$ cat config.mk
export PLATFORM = sky130hd
export DESIGN_NAME = cpu
export DESIGN_NICKNAME = d
export VERILOG_FILES = /design/src/common/cpu_pkg.sv /design/src/decode/decode.sv /design/src/rtl/cpu.sv /design/src/rtl/execute.sv /design/src/rtl/ifetch.sv /design/src/rtl/lsu.sv /design/src/rtl/regfile.sv /design/src/rtl/stall_ctrl.sv
export SDC_FILE = /design/constraint.sdc
export NUM_CORES = 2
export LEC_CHECK = 0
export BUFFER_PORTS_ARGS = -buffer_cell sky130_fd_sc_hd__buf_2
export CORE_MARGIN = 2
export CORE_UTILIZATION = 58
export DETAILED_ROUTE_END_ITERATION = 10
export MAX_ROUTING_LAYER = met4
export PLACE_DENSITY = 0.78
export SKIP_LAST_GASP = 1
export SYNTH_ARGS = -nofsm -noshare
export SYNTH_HDL_FRONTEND = slang
export SYNTH_SLANG_ARGS = --single-unit
$ cat constraint.sdc
create_clock -name clk -period 6.49 [get_ports clk]
set_input_delay 1.298 -clock clk [delete_from_list [all_inputs] [get_ports clk]]
set_output_delay 1.298 -clock clk [all_outputs]
set_load 0.03 [all_outputs]
$ cat src/common/cpu_pkg.sv
package cpu_pkg;

  localparam int XLEN   = 32;
  localparam int REG_AW = 5;

  // Stall bits from 0 up: pc, fetch, decode, execute, memory, write-back
  localparam int STAGE_NUM = 6;

  // RV32 major opcodes of the supported subset
  typedef enum logic [6:0] {
    OP     = 7'b0110011,
    OP_IMM = 7'b0010011,
    LUI    = 7'b0110111,
    LOAD   = 7'b0000011,
    STORE  = 7'b0100011,
    BRANCH = 7'b1100011,
    JAL    = 7'b1101111
  } opcode_e;

  typedef enum logic [2:0] {
    ALU_ADD,
    ALU_SUB,
    ALU_AND,
    ALU_OR,
    ALU_XOR,
    ALU_SLT,
    ALU_PASS_B
  } alu_op_e;

  // Load/store width or branch condition
  typedef logic [2:0] func3_t;

  typedef logic [STAGE_NUM-1:0] stall_t;

endpackage

$ cat src/decode/decode.sv
`timescale 1ns/100ps

module decode (
  input  logic                       clk,
  input  logic                       rstn,
  input  cpu_pkg::stall_t            stall_i,
  input  logic [cpu_pkg::XLEN-1:0]   pc_i,
  input  logic [cpu_pkg::XLEN-1:0]   inst_i,
  input  logic [cpu_pkg::XLEN-1:0]   rs1_data_i,
  input  logic [cpu_pkg::XLEN-1:0]   rs2_data_i,
  input  logic                       ex_wreg_i,
  input  logic [cpu_pkg::REG_AW-1:0] ex_rd_i,
  input  logic                       ex_memrd_i,
  input  logic [cpu_pkg::XLEN-1:0]   ex_result_i,
  input  logic                       mem_wreg_i,
  input  logic [cpu_pkg::REG_AW-1:0] mem_rd_i,
  input  logic                       mem_memrd_i,
  input  logic [cpu_pkg::XLEN-1:0]   mem_result_i,
  output logic [cpu_pkg::REG_AW-1:0] rs1_addr_o,
  output logic [cpu_pkg::REG_AW-1:0] rs2_addr_o,
  output logic                       stall_req_o,
  output logic                       flush_o,
  output logic [cpu_pkg::XLEN-1:0]   branch_target_o,
  output logic [cpu_pkg::XLEN-1:0]   ex_pc_o,
  output cpu_pkg::alu_op_e           ex_aluop_o,
  output logic                       ex_alusrc_o,
  output logic [cpu_pkg::XLEN-1:0]   ex_imm_o,
  output logic [cpu_pkg::XLEN-1:0]   ex_rs1_o,
  output logic [cpu_pkg::XLEN-1:0]   ex_rs2_o,
  output logic [cpu_pkg::REG_AW-1:0] ex_rd_o,
  output logic                       ex_wreg_o,
  output logic                       ex_memrd_o,
  output logic                       ex_memwr_o,
  output cpu_pkg::func3_t            ex_func3_o,
  output logic                       ex_is_jal_o
);

  cpu_pkg::opcode_e           opcode;
  cpu_pkg::func3_t            func3;
  cpu_pkg::alu_op_e           aluop;
  logic [cpu_pkg::REG_AW-1:0] rd;
  logic [cpu_pkg::XLEN-1:0]   imm;
  logic [cpu_pkg::XLEN-1:0]   rs1_val;
  logic [cpu_pkg::XLEN-1:0]   rs2_val;
  logic                       alusrc;
  logic                       wreg;
  logic                       memrd;
  logic                       memwr;
  logic                       is_jal;
  logic                       use_rs1;
  logic                       use_rs2;
  logic                       taken;

  assign opcode     = cpu_pkg::opcode_e'(inst_i[6:0]);
  assign func3      = inst_i[14:12];
  assign rd         = inst_i[11:7];
  assign rs1_addr_o = inst_i[19:15];
  assign rs2_addr_o = inst_i[24:20];

  // Youngest producer wins, rd is never x0 when a write is enabled
  function automatic logic [cpu_pkg::XLEN-1:0] fwd(
    input logic [cpu_pkg::REG_AW-1:0] addr,
    input logic [cpu_pkg::XLEN-1:0]   rf_data
  );
    if (ex_wreg_i && ex_rd_i == addr) begin
      return ex_result_i;
    end
    if (mem_wreg_i && mem_rd_i == addr) begin
      return mem_result_i;
    end
    return rf_data;
  endfunction

  function automatic logic load_pending(input logic [cpu_pkg::REG_AW-1:0] addr);
    return (ex_memrd_i && ex_wreg_i && ex_rd_i == addr) ||
           (mem_memrd_i && mem_wreg_i && mem_rd_i == addr);
  endfunction

  always_comb begin
    aluop   = cpu_pkg::ALU_ADD;
    alusrc  = 1'b1;
    imm     = {{20{inst_i[31]}}, inst_i[31:20]};
    wreg    = 1'b0;
    memrd   = 1'b0;
    memwr   = 1'b0;
    is_jal  = 1'b0;
    use_rs1 = 1'b0;
    use_rs2 = 1'b0;
    case (opcode)
      cpu_pkg::OP: begin
        use_rs1 = 1'b1;
        use_rs2 = 1'b1;
        alusrc  = 1'b0;
        wreg    = 1'b1;
        case (func3)
          3'b000:  aluop = inst_i[30] ? cpu_pkg::ALU_SUB : cpu_pkg::ALU_ADD;
          3'b010:  aluop = cpu_pkg::ALU_SLT;
          3'b100:  aluop = cpu_pkg::ALU_XOR;
          3'b110:  aluop = cpu_pkg::ALU_OR;
          3'b111:  aluop = cpu_pkg::ALU_AND;
          default: wreg = 1'b0;
        endcase
      end
      cpu_pkg::OP_IMM: begin
        // ADDI only
        use_rs1 = 1'b1;
        wreg    = (func3 == 3'b000);
      end
      cpu_pkg::LUI: begin
        aluop = cpu_pkg::ALU_PASS_B;
        imm   = {inst_i[31:12], 12'b0};
        wreg  = 1'b1;
      end
      cpu_pkg::LOAD: begin
        use_rs1 = 1'b1;
        wreg    = 1'b1;
        memrd   = 1'b1;
      end
      cpu_pkg::STORE: begin
        use_rs1 = 1'b1;
        use_rs2 = 1'b1;
        memwr   = 1'b1;
        imm     = {{20{inst_i[31]}}, inst_i[31:25], inst_i[11:7]};
      end
      cpu_pkg::BRANCH: begin
        use_rs1 = 1'b1;
        use_rs2 = 1'b1;
        imm     = {{19{inst_i[31]}}, inst_i[31], inst_i[7], inst_i[30:25],
                   inst_i[11:8], 1'b0};
      end
      cpu_pkg::JAL: begin
        wreg   = 1'b1;
        is_jal = 1'b1;
        imm    = {{11{inst_i[31]}}, inst_i[31], inst_i[19:12], inst_i[20],
                  inst_i[30:21], 1'b0};
      end
      default: begin
      end
    endcase
    if (rd == '0) begin
      wreg = 1'b0;
    end
  end

  always_comb begin
    rs1_val     = fwd(rs1_addr_o, rs1_data_i);
    rs2_val     = fwd(rs2_addr_o, rs2_data_i);
    stall_req_o = (use_rs1 && load_pending(rs1_addr_o)) ||
                  (use_rs2 && load_pending(rs2_addr_o));
  end

  // BEQ is func3 000, BNE is 001
  assign taken = (opcode == cpu_pkg::JAL) ||
                 (opcode == cpu_pkg::BRANCH && func3[2:1] == 2'b00 &&
                  ((rs1_val == rs2_val) != func3[0]));
  // Operands are not valid yet while waiting on a load
  assign flush_o         = taken && !stall_req_o;
  assign branch_target_o = pc_i + imm;

  always_ff @(posedge clk or negedge rstn) begin
    if (!rstn) begin
      ex_wreg_o   <= 1'b0;
      ex_memrd_o  <= 1'b0;
      ex_memwr_o  <= 1'b0;
      ex_is_jal_o <= 1'b0;
    end else if (!stall_i[3]) begin
      ex_wreg_o   <= wreg && !stall_i[2];
      ex_memrd_o  <= memrd && !stall_i[2];
      ex_memwr_o  <= memwr && !stall_i[2];
      ex_is_jal_o <= is_jal && !stall_i[2];
    end
  end

  always_ff @(posedge clk) begin
    if (!stall_i[3]) begin
      ex_pc_o     <= pc_i;
      ex_aluop_o  <= aluop;
      ex_alusrc_o <= alusrc;
      ex_imm_o    <= imm;
      ex_rs1_o    <= rs1_val;
      ex_rs2_o    <= rs2_val;
      ex_rd_o     <= rd;
      ex_func3_o  <= func3;
    end
  end

endmodule

$ cat src/rtl/cpu.sv
`timescale 1ns/100ps

module cpu #(
  parameter logic [cpu_pkg::XLEN-1:0] RESET_PC = '0
) (
  input  logic                     clk,
  input  logic                     rstn,
  input  logic [cpu_pkg::XLEN-1:0] inst_out_i,
  output logic                     inst_read_o,
  output logic [cpu_pkg::XLEN-1:0] inst_addr_o,
  input  logic [cpu_pkg::XLEN-1:0] data_rdata_i,
  output logic                     data_read_o,
  output logic                     data_write_o,
  output logic [3:0]               data_web_o,
  output logic [cpu_pkg::XLEN-1:0] data_addr_o,
  output logic [cpu_pkg::XLEN-1:0] data_wdata_o,
  // Held levels from the fetch and data sides
  input  logic                     stall_if_i,
  input  logic                     stall_mem_i
);

  cpu_pkg::stall_t            stall;
  logic                       stall_id;
  logic                       flush;
  logic [cpu_pkg::XLEN-1:0]   branch_target;

  logic [cpu_pkg::XLEN-1:0]   id_pc;
  logic [cpu_pkg::XLEN-1:0]   id_inst;
  logic [cpu_pkg::REG_AW-1:0] rs1_addr;
  logic [cpu_pkg::REG_AW-1:0] rs2_addr;
  logic [cpu_pkg::XLEN-1:0]   rs1_data;
  logic [cpu_pkg::XLEN-1:0]   rs2_data;

  logic [cpu_pkg::XLEN-1:0]   ex_pc;
  cpu_pkg::alu_op_e           ex_aluop;
  logic                       ex_alusrc;
  logic [cpu_pkg::XLEN-1:0]   ex_imm;
  logic [cpu_pkg::XLEN-1:0]   ex_rs1;
  logic [cpu_pkg::XLEN-1:0]   ex_rs2;
  logic [cpu_pkg::REG_AW-1:0] ex_rd;
  logic                       ex_wreg;
  logic                       ex_memrd;
  logic                       ex_memwr;
  cpu_pkg::func3_t            ex_func3;
  logic                       ex_is_jal;
  logic [cpu_pkg::XLEN-1:0]   ex_result;

  logic [cpu_pkg::REG_AW-1:0] mem_rd;
  logic                       mem_wreg;
  logic                       mem_memrd;
  logic                       mem_memwr;
  cpu_pkg::func3_t            mem_func3;
  logic [cpu_pkg::XLEN-1:0]   mem_result;
  logic [cpu_pkg::XLEN-1:0]   mem_store_data;

  logic                       wb_we;
  logic [cpu_pkg::REG_AW-1:0] wb_rd;
  logic [cpu_pkg::XLEN-1:0]   wb_wdata;

  regfile i_regfile (
    .clk      (clk),
    .rstn     (rstn),
    .we_i     (wb_we),
    .waddr_i  (wb_rd),
    .wdata_i  (wb_wdata),
    .raddr1_i (rs1_addr),
    .raddr2_i (rs2_addr),
    .rdata1_o (rs1_data),
    .rdata2_o (rs2_data)
  );

  stall_ctrl i_stall_ctrl (
    .stall_if_i  (stall_if_i),
    .stall_id_i  (stall_id),
    .stall_mem_i (stall_mem_i),
    .stall_o     (stall)
  );

  ifetch #(
    .RESET_PC (RESET_PC)
  ) i_ifetch (
    .clk             (clk),
    .rstn            (rstn),
    .stall_i         (stall),
    .flush_i         (flush),
    .branch_target_i (branch_target),
    .inst_i          (inst_out_i),
    .inst_read_o     (inst_read_o),
    .inst_addr_o     (inst_addr_o),
    .id_pc_o         (id_pc),
    .id_inst_o       (id_inst)
  );

  decode i_decode (
    .clk             (clk),
    .rstn            (rstn),
    .stall_i         (stall),
    .pc_i            (id_pc),
    .inst_i          (id_inst),
    .rs1_data_i      (rs1_data),
    .rs2_data_i      (rs2_data),
    .ex_wreg_i       (ex_wreg),
    .ex_rd_i         (ex_rd),
    .ex_memrd_i      (ex_memrd),
    .ex_result_i     (ex_result),
    .mem_wreg_i      (mem_wreg),
    .mem_rd_i        (mem_rd),
    .mem_memrd_i     (mem_memrd),
    .mem_result_i    (mem_result),
    .rs1_addr_o      (rs1_addr),
    .rs2_addr_o      (rs2_addr),
    .stall_req_o     (stall_id),
    .flush_o         (flush),
    .branch_target_o (branch_target),
    .ex_pc_o         (ex_pc),
    .ex_aluop_o      (ex_aluop),
    .ex_alusrc_o     (ex_alusrc),
    .ex_imm_o        (ex_imm),
    .ex_rs1_o        (ex_rs1),
    .ex_rs2_o        (ex_rs2),
    .ex_rd_o         (ex_rd),
    .ex_wreg_o       (ex_wreg),
    .ex_memrd_o      (ex_memrd),
    .ex_memwr_o      (ex_memwr),
    .ex_func3_o      (ex_func3),
    .ex_is_jal_o     (ex_is_jal)
  );

  execute i_execute (
    .clk              (clk),
    .rstn             (rstn),
    .stall_i          (stall),
    .ex_pc_i          (ex_pc),
    .ex_aluop_i       (ex_aluop),
    .ex_alusrc_i      (ex_alusrc),
    .ex_imm_i         (ex_imm),
    .ex_rs1_i         (ex_rs1),
    .ex_rs2_i         (ex_rs2),
    .ex_rd_i          (ex_rd),
    .ex_wreg_i        (ex_wreg),
    .ex_memrd_i       (ex_memrd),
    .ex_memwr_i       (ex_memwr),
    .ex_func3_i       (ex_func3),
    .ex_is_jal_i      (ex_is_jal),
    .ex_result_o      (ex_result),
    .mem_rd_o         (mem_rd),
    .mem_wreg_o       (mem_wreg),
    .mem_memrd_o      (mem_memrd),
    .mem_memwr_o      (mem_memwr),
    .mem_func3_o      (mem_func3),
    .mem_result_o     (mem_result),
    .mem_store_data_o (mem_store_data)
  );

  lsu i_lsu (
    .clk              (clk),
    .rstn             (rstn),
    .stall_i          (stall),
    .mem_rd_i         (mem_rd),
    .mem_wreg_i       (mem_wreg),
    .mem_memrd_i      (mem_memrd),
    .mem_memwr_i      (mem_memwr),
    .mem_func3_i      (mem_func3),
    .mem_result_i     (mem_result),
    .mem_store_data_i (mem_store_data),
    .data_rdata_i     (data_rdata_i),
    .data_read_o      (data_read_o),
    .data_write_o     (data_write_o),
    .data_web_o       (data_web_o),
    .data_addr_o      (data_addr_o),
    .data_wdata_o     (data_wdata_o),
    .wb_we_o          (wb_we),
    .wb_rd_o          (wb_rd),
    .wb_wdata_o       (wb_wdata)
  );

endmodule

$ cat src/rtl/execute.sv
`timescale 1ns/100ps

module execute (
  input  logic                       clk,
  input  logic                       rstn,
  input  cpu_pkg::stall_t            stall_i,
  input  logic [cpu_pkg::XLEN-1:0]   ex_pc_i,
  input  cpu_pkg::alu_op_e           ex_aluop_i,
  input  logic                       ex_alusrc_i,
  input  logic [cpu_pkg::XLEN-1:0]   ex_imm_i,
  input  logic [cpu_pkg::XLEN-1:0]   ex_rs1_i,
  input  logic [cpu_pkg::XLEN-1:0]   ex_rs2_i,
  input  logic [cpu_pkg::REG_AW-1:0] ex_rd_i,
  input  logic                       ex_wreg_i,
  input  logic                       ex_memrd_i,
  input  logic                       ex_memwr_i,
  input  cpu_pkg::func3_t            ex_func3_i,
  input  logic                       ex_is_jal_i,
  output logic [cpu_pkg::XLEN-1:0]   ex_result_o,
  output logic [cpu_pkg::REG_AW-1:0] mem_rd_o,
  output logic                       mem_wreg_o,
  output logic                       mem_memrd_o,
  output logic                       mem_memwr_o,
  output cpu_pkg::func3_t            mem_func3_o,
  output logic [cpu_pkg::XLEN-1:0]   mem_result_o,
  output logic [cpu_pkg::XLEN-1:0]   mem_store_data_o
);

  logic [cpu_pkg::XLEN-1:0] op_b;

  assign op_b = ex_alusrc_i ? ex_imm_i : ex_rs2_i;

  // Loads and stores compute their address with ALU_ADD
  always_comb begin
    if (ex_is_jal_i) begin
      ex_result_o = ex_pc_i + 32'd4;
    end else begin
      case (ex_aluop_i)
        cpu_pkg::ALU_SUB:    ex_result_o = ex_rs1_i - op_b;
        cpu_pkg::ALU_AND:    ex_result_o = ex_rs1_i & op_b;
        cpu_pkg::ALU_OR:     ex_result_o = ex_rs1_i | op_b;
        cpu_pkg::ALU_XOR:    ex_result_o = ex_rs1_i ^ op_b;
        cpu_pkg::ALU_SLT:    ex_result_o = {{(cpu_pkg::XLEN-1){1'b0}},
                                            $signed(ex_rs1_i) < $signed(op_b)};
        cpu_pkg::ALU_PASS_B: ex_result_o = op_b;
        default:             ex_result_o = ex_rs1_i + op_b;
      endcase
    end
  end

  always_ff @(posedge clk or negedge rstn) begin
    if (!rstn) begin
      mem_wreg_o  <= 1'b0;
      mem_memrd_o <= 1'b0;
      mem_memwr_o <= 1'b0;
    end else if (!stall_i[4]) begin
      mem_wreg_o  <= ex_wreg_i && !stall_i[3];
      mem_memrd_o <= ex_memrd_i && !stall_i[3];
      mem_memwr_o <= ex_memwr_i && !stall_i[3];
    end
  end

  always_ff @(posedge clk) begin
    if (!stall_i[4]) begin
      mem_rd_o         <= ex_rd_i;
      mem_func3_o      <= ex_func3_i;
      mem_result_o     <= ex_result_o;
      mem_store_data_o <= ex_rs2_i;
    end
  end

endmodule

$ cat src/rtl/ifetch.sv
`timescale 1ns/100ps

module ifetch #(
  parameter logic [cpu_pkg::XLEN-1:0] RESET_PC = '0
) (
  input  logic                     clk,
  input  logic                     rstn,
  input  cpu_pkg::stall_t          stall_i,
  input  logic                     flush_i,
  input  logic [cpu_pkg::XLEN-1:0] branch_target_i,
  input  logic [cpu_pkg::XLEN-1:0] inst_i,
  output logic                     inst_read_o,
  output logic [cpu_pkg::XLEN-1:0] inst_addr_o,
  output logic [cpu_pkg::XLEN-1:0] id_pc_o,
  output logic [cpu_pkg::XLEN-1:0] id_inst_o
);

  // addi x0, x0, 0
  localparam logic [cpu_pkg::XLEN-1:0] NOP = 32'h0000_0013;

  logic [cpu_pkg::XLEN-1:0] pc;
  logic                     redirect;

  // Redirect once the branch leaves decode, even while fetch is held
  assign redirect = flush_i && !stall_i[2];

  // Memory answers in the same cycle, a held pc just repeats the read
  assign inst_read_o = 1'b1;
  assign inst_addr_o = pc;

  always_ff @(posedge clk or negedge rstn) begin
    if (!rstn) begin
      pc <= RESET_PC;
    end else if (redirect) begin
      pc <= branch_target_i;
    end else if (!stall_i[0]) begin
      pc <= pc + 32'd4;
    end
  end

  always_ff @(posedge clk or negedge rstn) begin
    if (!rstn) begin
      id_inst_o <= NOP;
    end else if (!stall_i[2]) begin
      id_inst_o <= (flush_i || stall_i[1]) ? NOP : inst_i;
    end
  end

  always_ff @(posedge clk) begin
    if (!stall_i[2]) begin
      id_pc_o <= pc;
    end
  end

endmodule

$ cat src/rtl/lsu.sv
`timescale 1ns/100ps

module lsu (
  input  logic                       clk,
  input  logic                       rstn,
  input  cpu_pkg::stall_t            stall_i,
  input  logic [cpu_pkg::REG_AW-1:0] mem_rd_i,
  input  logic                       mem_wreg_i,
  input  logic                       mem_memrd_i,
  input  logic                       mem_memwr_i,
  input  cpu_pkg::func3_t            mem_func3_i,
  input  logic [cpu_pkg::XLEN-1:0]   mem_result_i,
  input  logic [cpu_pkg::XLEN-1:0]   mem_store_data_i,
  input  logic [cpu_pkg::XLEN-1:0]   data_rdata_i,
  output logic                       data_read_o,
  output logic                       data_write_o,
  output logic [3:0]                 data_web_o,
  output logic [cpu_pkg::XLEN-1:0]   data_addr_o,
  output logic [cpu_pkg::XLEN-1:0]   data_wdata_o,
  output logic                       wb_we_o,
  output logic [cpu_pkg::REG_AW-1:0] wb_rd_o,
  output logic [cpu_pkg::XLEN-1:0]   wb_wdata_o
);

  logic                     mem_byte;
  logic                     wb_memrd;
  logic                     wb_byte;
  logic [1:0]               wb_off;
  logic [cpu_pkg::XLEN-1:0] wb_result;
  logic [cpu_pkg::XLEN-1:0] rdata_shift;

  // SB and LBU have func3[1:0] of zero, SW and LW have 2'b10
  assign mem_byte = (mem_func3_i[1:0] == 2'b00);

  assign data_read_o  = mem_memrd_i;
  assign data_write_o = mem_memwr_i;
  assign data_addr_o  = {mem_result_i[cpu_pkg::XLEN-1:2], 2'b00};

  always_comb begin
    if (!mem_memwr_i) begin
      data_web_o   = 4'b0000;
      data_wdata_o = mem_store_data_i;
    end else if (mem_byte) begin
      data_web_o   = 4'b0001 << mem_result_i[1:0];
      data_wdata_o = {4{mem_store_data_i[7:0]}};
    end else begin
      data_web_o   = 4'b1111;
      data_wdata_o = mem_store_data_i;
    end
  end

  always_ff @(posedge clk or negedge rstn) begin
    if (!rstn) begin
      wb_we_o  <= 1'b0;
      wb_memrd <= 1'b0;
    end else if (!stall_i[5]) begin
      wb_we_o  <= mem_wreg_i && !stall_i[4];
      wb_memrd <= mem_memrd_i && !stall_i[4];
    end
  end

  always_ff @(posedge clk) begin
    if (!stall_i[5]) begin
      wb_rd_o   <= mem_rd_i;
      wb_byte   <= mem_byte;
      wb_off    <= mem_result_i[1:0];
      wb_result <= mem_result_i;
    end
  end

  // Read data arrives now, one cycle after the request
  assign rdata_shift = data_rdata_i >> {wb_off, 3'b000};

  always_comb begin
    if (!wb_memrd) begin
      wb_wdata_o = wb_result;
    end else if (wb_byte) begin
      wb_wdata_o = {24'b0, rdata_shift[7:0]};
    end else begin
      wb_wdata_o = data_rdata_i;
    end
  end

endmodule

$ cat src/rtl/regfile.sv
`timescale 1ns/100ps

module regfile (
  input  logic                       clk,
  input  logic                       rstn,
  input  logic                       we_i,
  input  logic [cpu_pkg::REG_AW-1:0] waddr_i,
  input  logic [cpu_pkg::XLEN-1:0]   wdata_i,
  input  logic [cpu_pkg::REG_AW-1:0] raddr1_i,
  input  logic [cpu_pkg::REG_AW-1:0] raddr2_i,
  output logic [cpu_pkg::XLEN-1:0]   rdata1_o,
  output logic [cpu_pkg::XLEN-1:0]   rdata2_o
);

  // x0 has no storage
  logic [cpu_pkg::XLEN-1:0] regs [1:31];

  function automatic logic [cpu_pkg::XLEN-1:0] read_reg(
    input logic [cpu_pkg::REG_AW-1:0] addr
  );
    if (addr == '0) begin
      return '0;
    end
    // Write-through from write-back
    if (we_i && addr == waddr_i) begin
      return wdata_i;
    end
    return regs[addr];
  endfunction

  always_ff @(posedge clk or negedge rstn) begin
    if (!rstn) begin
      for (int i = 1; i < 32; i++) begin
        regs[i] <= '0;
      end
    end else if (we_i && waddr_i != '0) begin
      regs[waddr_i] <= wdata_i;
    end
  end

  always_comb begin
    rdata1_o = read_reg(raddr1_i);
    rdata2_o = read_reg(raddr2_i);
  end

endmodule

$ cat src/rtl/stall_ctrl.sv
`timescale 1ns/100ps

module stall_ctrl (
  input  logic            stall_if_i,
  input  logic            stall_id_i,
  input  logic            stall_mem_i,
  output cpu_pkg::stall_t stall_o
);

  // A held stage whose downstream neighbour runs sends it a bubble
  always_comb begin
    if (stall_mem_i) begin
      // Data side busy, freeze everything
      stall_o = 6'b111111;
    end else if (stall_id_i) begin
      // Load-use, bubble into execute
      stall_o = 6'b000111;
    end else if (stall_if_i) begin
      // No instruction this cycle, bubble into decode
      stall_o = 6'b000011;
    end else begin
      stall_o = 6'b000000;
    end
  end

endmodule

After elaboration in Yosys (flattened, before gate mapping). Index checks and enable logic that the tools add are counted.

Bits in registers: 1347. Latch bits: 0. Memory bits (writable): 0. ROM bits: 0. Bits of input ports: 68. Output and inout port bits: 103. Memories: 0.

Add/subtract/negate cells: 5. Multipliers: 0. Divide/modulo/power cells: 0. Order comparisons: 5. Eq/ne operators: 26. Shifts and indexed selects: 2. Mux-type cells: 65. Bitwise logic cells: 6. Reductions and logical operators: 49.

Operator list (number): bitwise mux 992 bit (1); 2-to-1 mux 32 bit (30); binary-select mux 32 bit (select 5 bit) (2); case mux 32 bit (6 select lines) (1); demux 32 bit (select 5 bit) (1); case mux 31 bit (4 select lines) (1); adder 32 x 3 -> 32 bit, second input constant (2); adder 32 bit (2); bitwise AND 32 bit (1); equality test 32 bit (1); less-than comparator 32 bit (1); OR 32 bit (1); >> shifter 32 x 5 -> 8 bit (1); subtractor 32 bit (1); XOR 32 bit (1); equality test 5 bit (6); logical AND 1 bit (29); equality test 7 x 6 -> 1 bit, second input constant (3); 2-to-1 mux 1 bit (21); equality test 3 bit, second input constant (6); >= comparator 6 bit, second input constant (3); NOT 5 -> 6 bit (3); logical NOT 5 bit (3); case mux 3 bit (5 select lines) (1); other kinds (21) (36).

Depth between registers and ports, before layout.
Depth after elaboration: 15. Gate-level depth with buffers: 28.

Modules after synthesis. From an unflattened synthesis, not the netlist that was laid out.

Cell total of the unflattened synthesis: 6442. Area, all modules: 78706.7 µm².

Modules (own cells, without submodules): regfile (instances 1, cells an instance 3901, area an instance 54227.0 µm²); execute (instances 1, cells an instance 1124, area an instance 8992.4 µm²); decode (instances 1, cells an instance 830, area an instance 8928.6 µm²); ifetch (instances 1, cells an instance 313, area an instance 3963.8 µm²); lsu (instances 1, cells an instance 268, area an instance 2552.4 µm²); stall_ctrl (instances 1, cells an instance 6, area an instance 42.5 µm²).

Worst setup path before layout. Ideal clock, no wire load.

Path kind: input port to flip-flop. From: input stall_mem_i. To: register i_decode.ex_aluop_o[0], enable pin. Setup time: 599 ps. Arrival: 6305 ps. Data required time: 5891 ps. Path slack: -413 ps. Cell stages on the path: 2. Buffers on the path: 1. Cell sequence: clkbuf_1 -> inv_1.

Longest elaborated chain between the ends: 1.

RTL lines: start: declaration (RTL line cpu.sv:19) `input logic stall_mem_i`; 2-to-1 mux 6 bit (RTL line stall_ctrl.sv:12) `if (stall_mem_i) begin`; end signal: assignment (RTL line decode.sv:177) `ex_aluop_o <= aluop;`; end: declaration (RTL line decode.sv:25) `output cpu_pkg::alu_op_e ex_aluop_o,`.

No other way between the ends. A chain may end at the register's enable or synchronous reset.

Worst setup path after layout.
From: register i_ifetch.id_inst_o[16] (netlist bit). To: register i_ifetch.id_inst_o[29] (netlist bit).

Longest elaborated chain between the ends: 15.

RTL lines: start: declaration (RTL line ifetch.sv:15) `output logic [cpu_pkg::XLEN-1:0] id_inst_o`; start signal: assignment (RTL line ifetch.sv:45) `id_inst_o <= (flush_i || stall_i[1]) ? NOP : inst_i;`; NOT 5 -> 6 bit (not written as such) / equality test 5 bit (equally long branches) (RTL line regfile.sv:28, regfile.sv:25); binary-select mux 32 bit (select 5 bit) / logical AND 1 bit (equally long branches) (RTL line regfile.sv:28, regfile.sv:25); 2-to-1 mux 32 bit (not written as such) / 2-to-1 mux 1 bit (equally long branches) (2 in a row) (RTL line regfile.sv:28, regfile.sv:25); 2-to-1 mux 32 bit (RTL line regfile.sv:28) `return regs[addr];`; 2-to-1 mux 32 bit (RTL line regfile.sv:25) `if (we_i && addr == waddr_i) begin`; 2-to-1 mux 32 bit (RTL line decode.sv:71) `return rf_data;`; 2-to-1 mux 32 bit * (RTL line decode.sv:68) `if (mem_wreg_i && mem_rd_i == addr) begin`; via i_decode.rs1_val (one bit) (RTL line decode.sv:43) `logic [cpu_pkg::XLEN-1:0] rs1_val;`; equality test 32 bit * (RTL line decode.sv:155) `((rs1_val == rs2_val) != func3[0]));`; != test 1 bit * (RTL line decode.sv:155); logical AND 1 bit * (RTL line decode.sv:154) `(opcode == cpu_pkg::BRANCH && func3[2:1] == 2'b00 &&`; logical OR 1 bit * (RTL line decode.sv:153) `assign taken = (opcode == cpu_pkg::JAL) ||`; logical AND 1 bit * (RTL line decode.sv:157) `assign flush_o = taken && !stall_req_o;`; logical OR 1 bit * (RTL line ifetch.sv:45); 2-to-1 mux 32 bit * (RTL line ifetch.sv:45).

The timed path passes the listed nets; every way through them passes the cells marked *. The select of a mux whose other input is x is not followed.

==> reports/results.tsv <==
stage	metric	value	unit
setup_path	crit_required	7230	ps
pwr	power_density	358	nW/µm²
routing	totalWireLength	324000	µm
grt	grt_max_degree	146	
cts	cts_sinks	1345	
floorplan	die-area	134000	µm²
synthesis	synth_fa_ha_area_share	2.21	%
grt	grt_pass1_wl	464000	µm
final_layout	final_common_cell	nand2_1	
setup_path	critPathKind	flop to flop	
final_layout	final_cell_area	85100	µm²
final_layout	layout-drive-gt1-share	19.8	%
synthesis	ys_types	91	
placed_design	post-dp-hpwl	224000	µm
routing	via_per_inst	7.21	
timing	setup_slack	122	ps
hold_path	worstHoldEndpoint	i_execute.mem_func3_o[0]	
setup_path	crit_fanout	23	
setup_path	worst_r2r_endpoint	i_ifetch.id_inst_o[29]	
setup_path	worst_setup_path_end_kind	flop	
setup_path	r2r_cells	22	
synthesis	synthSimpleGateAreaFrac	11.6	%
cts	hold_buffers	0	
setup_path	timing.rr.start	i_ifetch.id_inst_o[16]	
cts	cts_buffers	145	
cts	htree_levels	4	
routing	first_pass_iters	10	
timing	hold_ws	425	ps
floorplan	io_pins	171	
synthesis	synth-seq-cells	1345	
placed_design	dp_slack	-196	ps
setup_path	start_kind	flop	
grt	antenna_found_initial	30	
synthesis	synth_warnings	0	
pwr	leakage	0.0359	µW
grt	first_global_vias	64500	
final_layout	fillers	10000	
timing	slew_headroom	3.54	%
synthesis	synthesis.area_per_instance	10.3	µm²
synthesis	synth_top_area_share	34.9	%
placed_design	gp_congestion	1.06	
synthesis	synth_edf_count	280	
final_layout	nets	7648	
setup_path	critical_path_arrival	7100	ps
floorplan	initial_core_util	58.6	%
timing	hold_viol	0	
timing	tns	0	ps
grt	grt_use_total	49.5	%
grt	grt-ovfl-total	0	
cts	clk_path_buf_depth	3	
synthesis	synthTopCellsByArea	dfrtp_1, mux4_2, edfxtp_1	
final_layout	regMostFlops	i_regfile.regs	
synthesis	syn_inst	7368	
synthesis	synthXorXnorAreaFrac	1.68	%
synthesis	syn_area	76200	µm²
synthesis	async_flop_share	79.2	%
final_layout	largest_reg_flops	992	
timing	fin_crit_sh	98.1	%
cts	clk_latency	810	ps
hold_path	hp-start	i_decode.ex_func3_o[0]	
routing	drcViolationCount	0	
floorplan	rows	132	
cts	clk_pin_slew	60	ps
synthesis	synth-compound-area-share	17.3	%
routing	via_count	67200	
routing	postRouteAntennaNets	0	
run_status	outcome	finished, final reports clean	
timing	clock_skew	55.7	ps
synthesis	synth_top_family_by_area	compound AO/OA/AOI/OAI gates	
floorplan	coreArea	130000	µm²
final_layout	synthToLayoutAreaGrowth	11.8	%
synthesis	synthMuxAreaShare	16.5	%
pwr	vdd_drop_max	0.300	mV
timing	clock.fmax	0.157	GHz
timing	drv_slew	0	
timing	fin_crit	6370	ps
job	cap_violations	0	
floorplan	die_h	366	µm
hold_path	hp-class	flop to flop	
synthesis	synthFlopType	dfrtp_1	
timing	setup_viol	0	
routing	drt_iter0_markers	10500	
synthesis	yosysSeqAreaShare	46.0	%
cts	cts_tree	built	
setup_path	rrSetupSlack	120	ps
routing	routedWlPerCell	34.8	µm
synthesis	yosysTopAreaCell	dfrtp_1	
timing	tightest_slew	1440	ps
final_layout	mostFrequentLayoutCells	nand2_1, o21ai_0, dfrtp_1, mux4_2, buf_4	
placed_design	port_buffers	167	
cts	cts_root_buffer	clkbuf_16	
hold_path	whs_path_depth	0	
floorplan	fp.dieW	366	µm
placed_design	dpl_cell_area	80100	µm²
[worst max path at each step]
stage                     cells past startpoint                    from                 endpoint  slack (ps)
after floorplan                              23    i_decode.ex_alusrc_o  i_ifetch.inst_addr_o[0]         270
after global placement                       20  i_ifetch.id_inst_o[15]   i_ifetch.id_inst_o[24]        -290
after detailed placement                     21    i_decode.ex_alusrc_o   i_ifetch.id_inst_o[28]        -200
after CTS                                    20  i_ifetch.id_inst_o[20]    i_ifetch.id_inst_o[3]          30
after global routing                         25    i_decode.ex_alusrc_o   i_ifetch.id_inst_o[19]          -7
final                                        22  i_ifetch.id_inst_o[16]   i_ifetch.id_inst_o[29]         120
[power breakdown]
group,total [µW],switching [µW],internal (µW)
clock,8400,3700,4690
sequential,12900,1990,10900
combinational,9200,5320,3880
total,30500,11000,19400
[per-stage QoR]
step                      util [%]  instances  power, µW
final                         65.5       9324      30500
after global routing          65.5       9322      31600
after CTS                     65.4       9297      30100
after detailed placement      61.6       9038      21700
after global placement        61.6       9036      21300
after floorplan                  -       7369      18000
[metal layers]
metal | vias up | global-route usage [%] | wire, µm
met5 | - | - | 0
met4 | 0 | 26.8 | 22100
met3 | 1232 | 16.1 | 45800
met2 | 5271 | 68.2 | 137000
met1 | 33500 | 65.0 | 119000
li1 | 27200 | - | -
[layout make-up]
class                           instances  area, µm²  share of cell area, %
Antenna cell                           26       65.1                 0.0764
Clock buffer                          203       4090                   4.80
Clock inverter                         53        677                  0.795
Inverter                              148        559                  0.657
Multi-Input combinational cell       5203      38000                   44.6
Sequential cell                      1345      35100                   41.2
Tap cell                             1742       2180                   2.56
Timing Repair Buffer                  604       4490                   5.27
[cell families (layout without fill, tap and decap cells)]
group,Yosys count,count (layout)
fa+ha+maj,133,133
xor+xnor,146,146
simple gates,2052,2052
compound gates,2170,2170
flops,1345,1345
other cells,2,29
buf+inv,821,1008
mux,699,699
[synthesized netlist by cell type, types with 73 or more instances]
library cell and number:
a221oi_1 78, nor3_1 90, a21oi_1 236, o21ai_0 1184, nand3_1 85, edfxtp_1 280, buf_4 73, ha_1 130
a22oi_1 98, dfrtp_1 1062, xnor2_1 83, nor2_1 285, clkbuf_1 494, nand2_1 1268, mux2_2 103, mux4_2 433
inv_1 140, mux2i_1 163
[what timing repair did]
action | CTS | global route
pin swaps | 0 | 2
buffers inserted | 3 | 1
gates resized for setup | 10 | 26
cloned | 0 | 0
setup endpoints to repair | 60 | 64
[critical path, cell delays in order (launching register included)]
cell       delay (ps)
dfrtp_4           720
buf_4             260
xnor2_1           100
and4_1            280
a2bb2oi_2         680
nand2_1           150
buf_4             300
o31ai_1           400
and3_1            350
xnor2_1           130
a2111o_1          340
nor4_2            360
buf_4             170
nand4_1           160
nor4_2            310
buf_4             170
nand3_1           110
nor3_2            210
xnor2_1           160
a21boi_4          210
nor3b_4           310
buf_8             230
a22o_1            160
(Power assumes the default switching activity.)
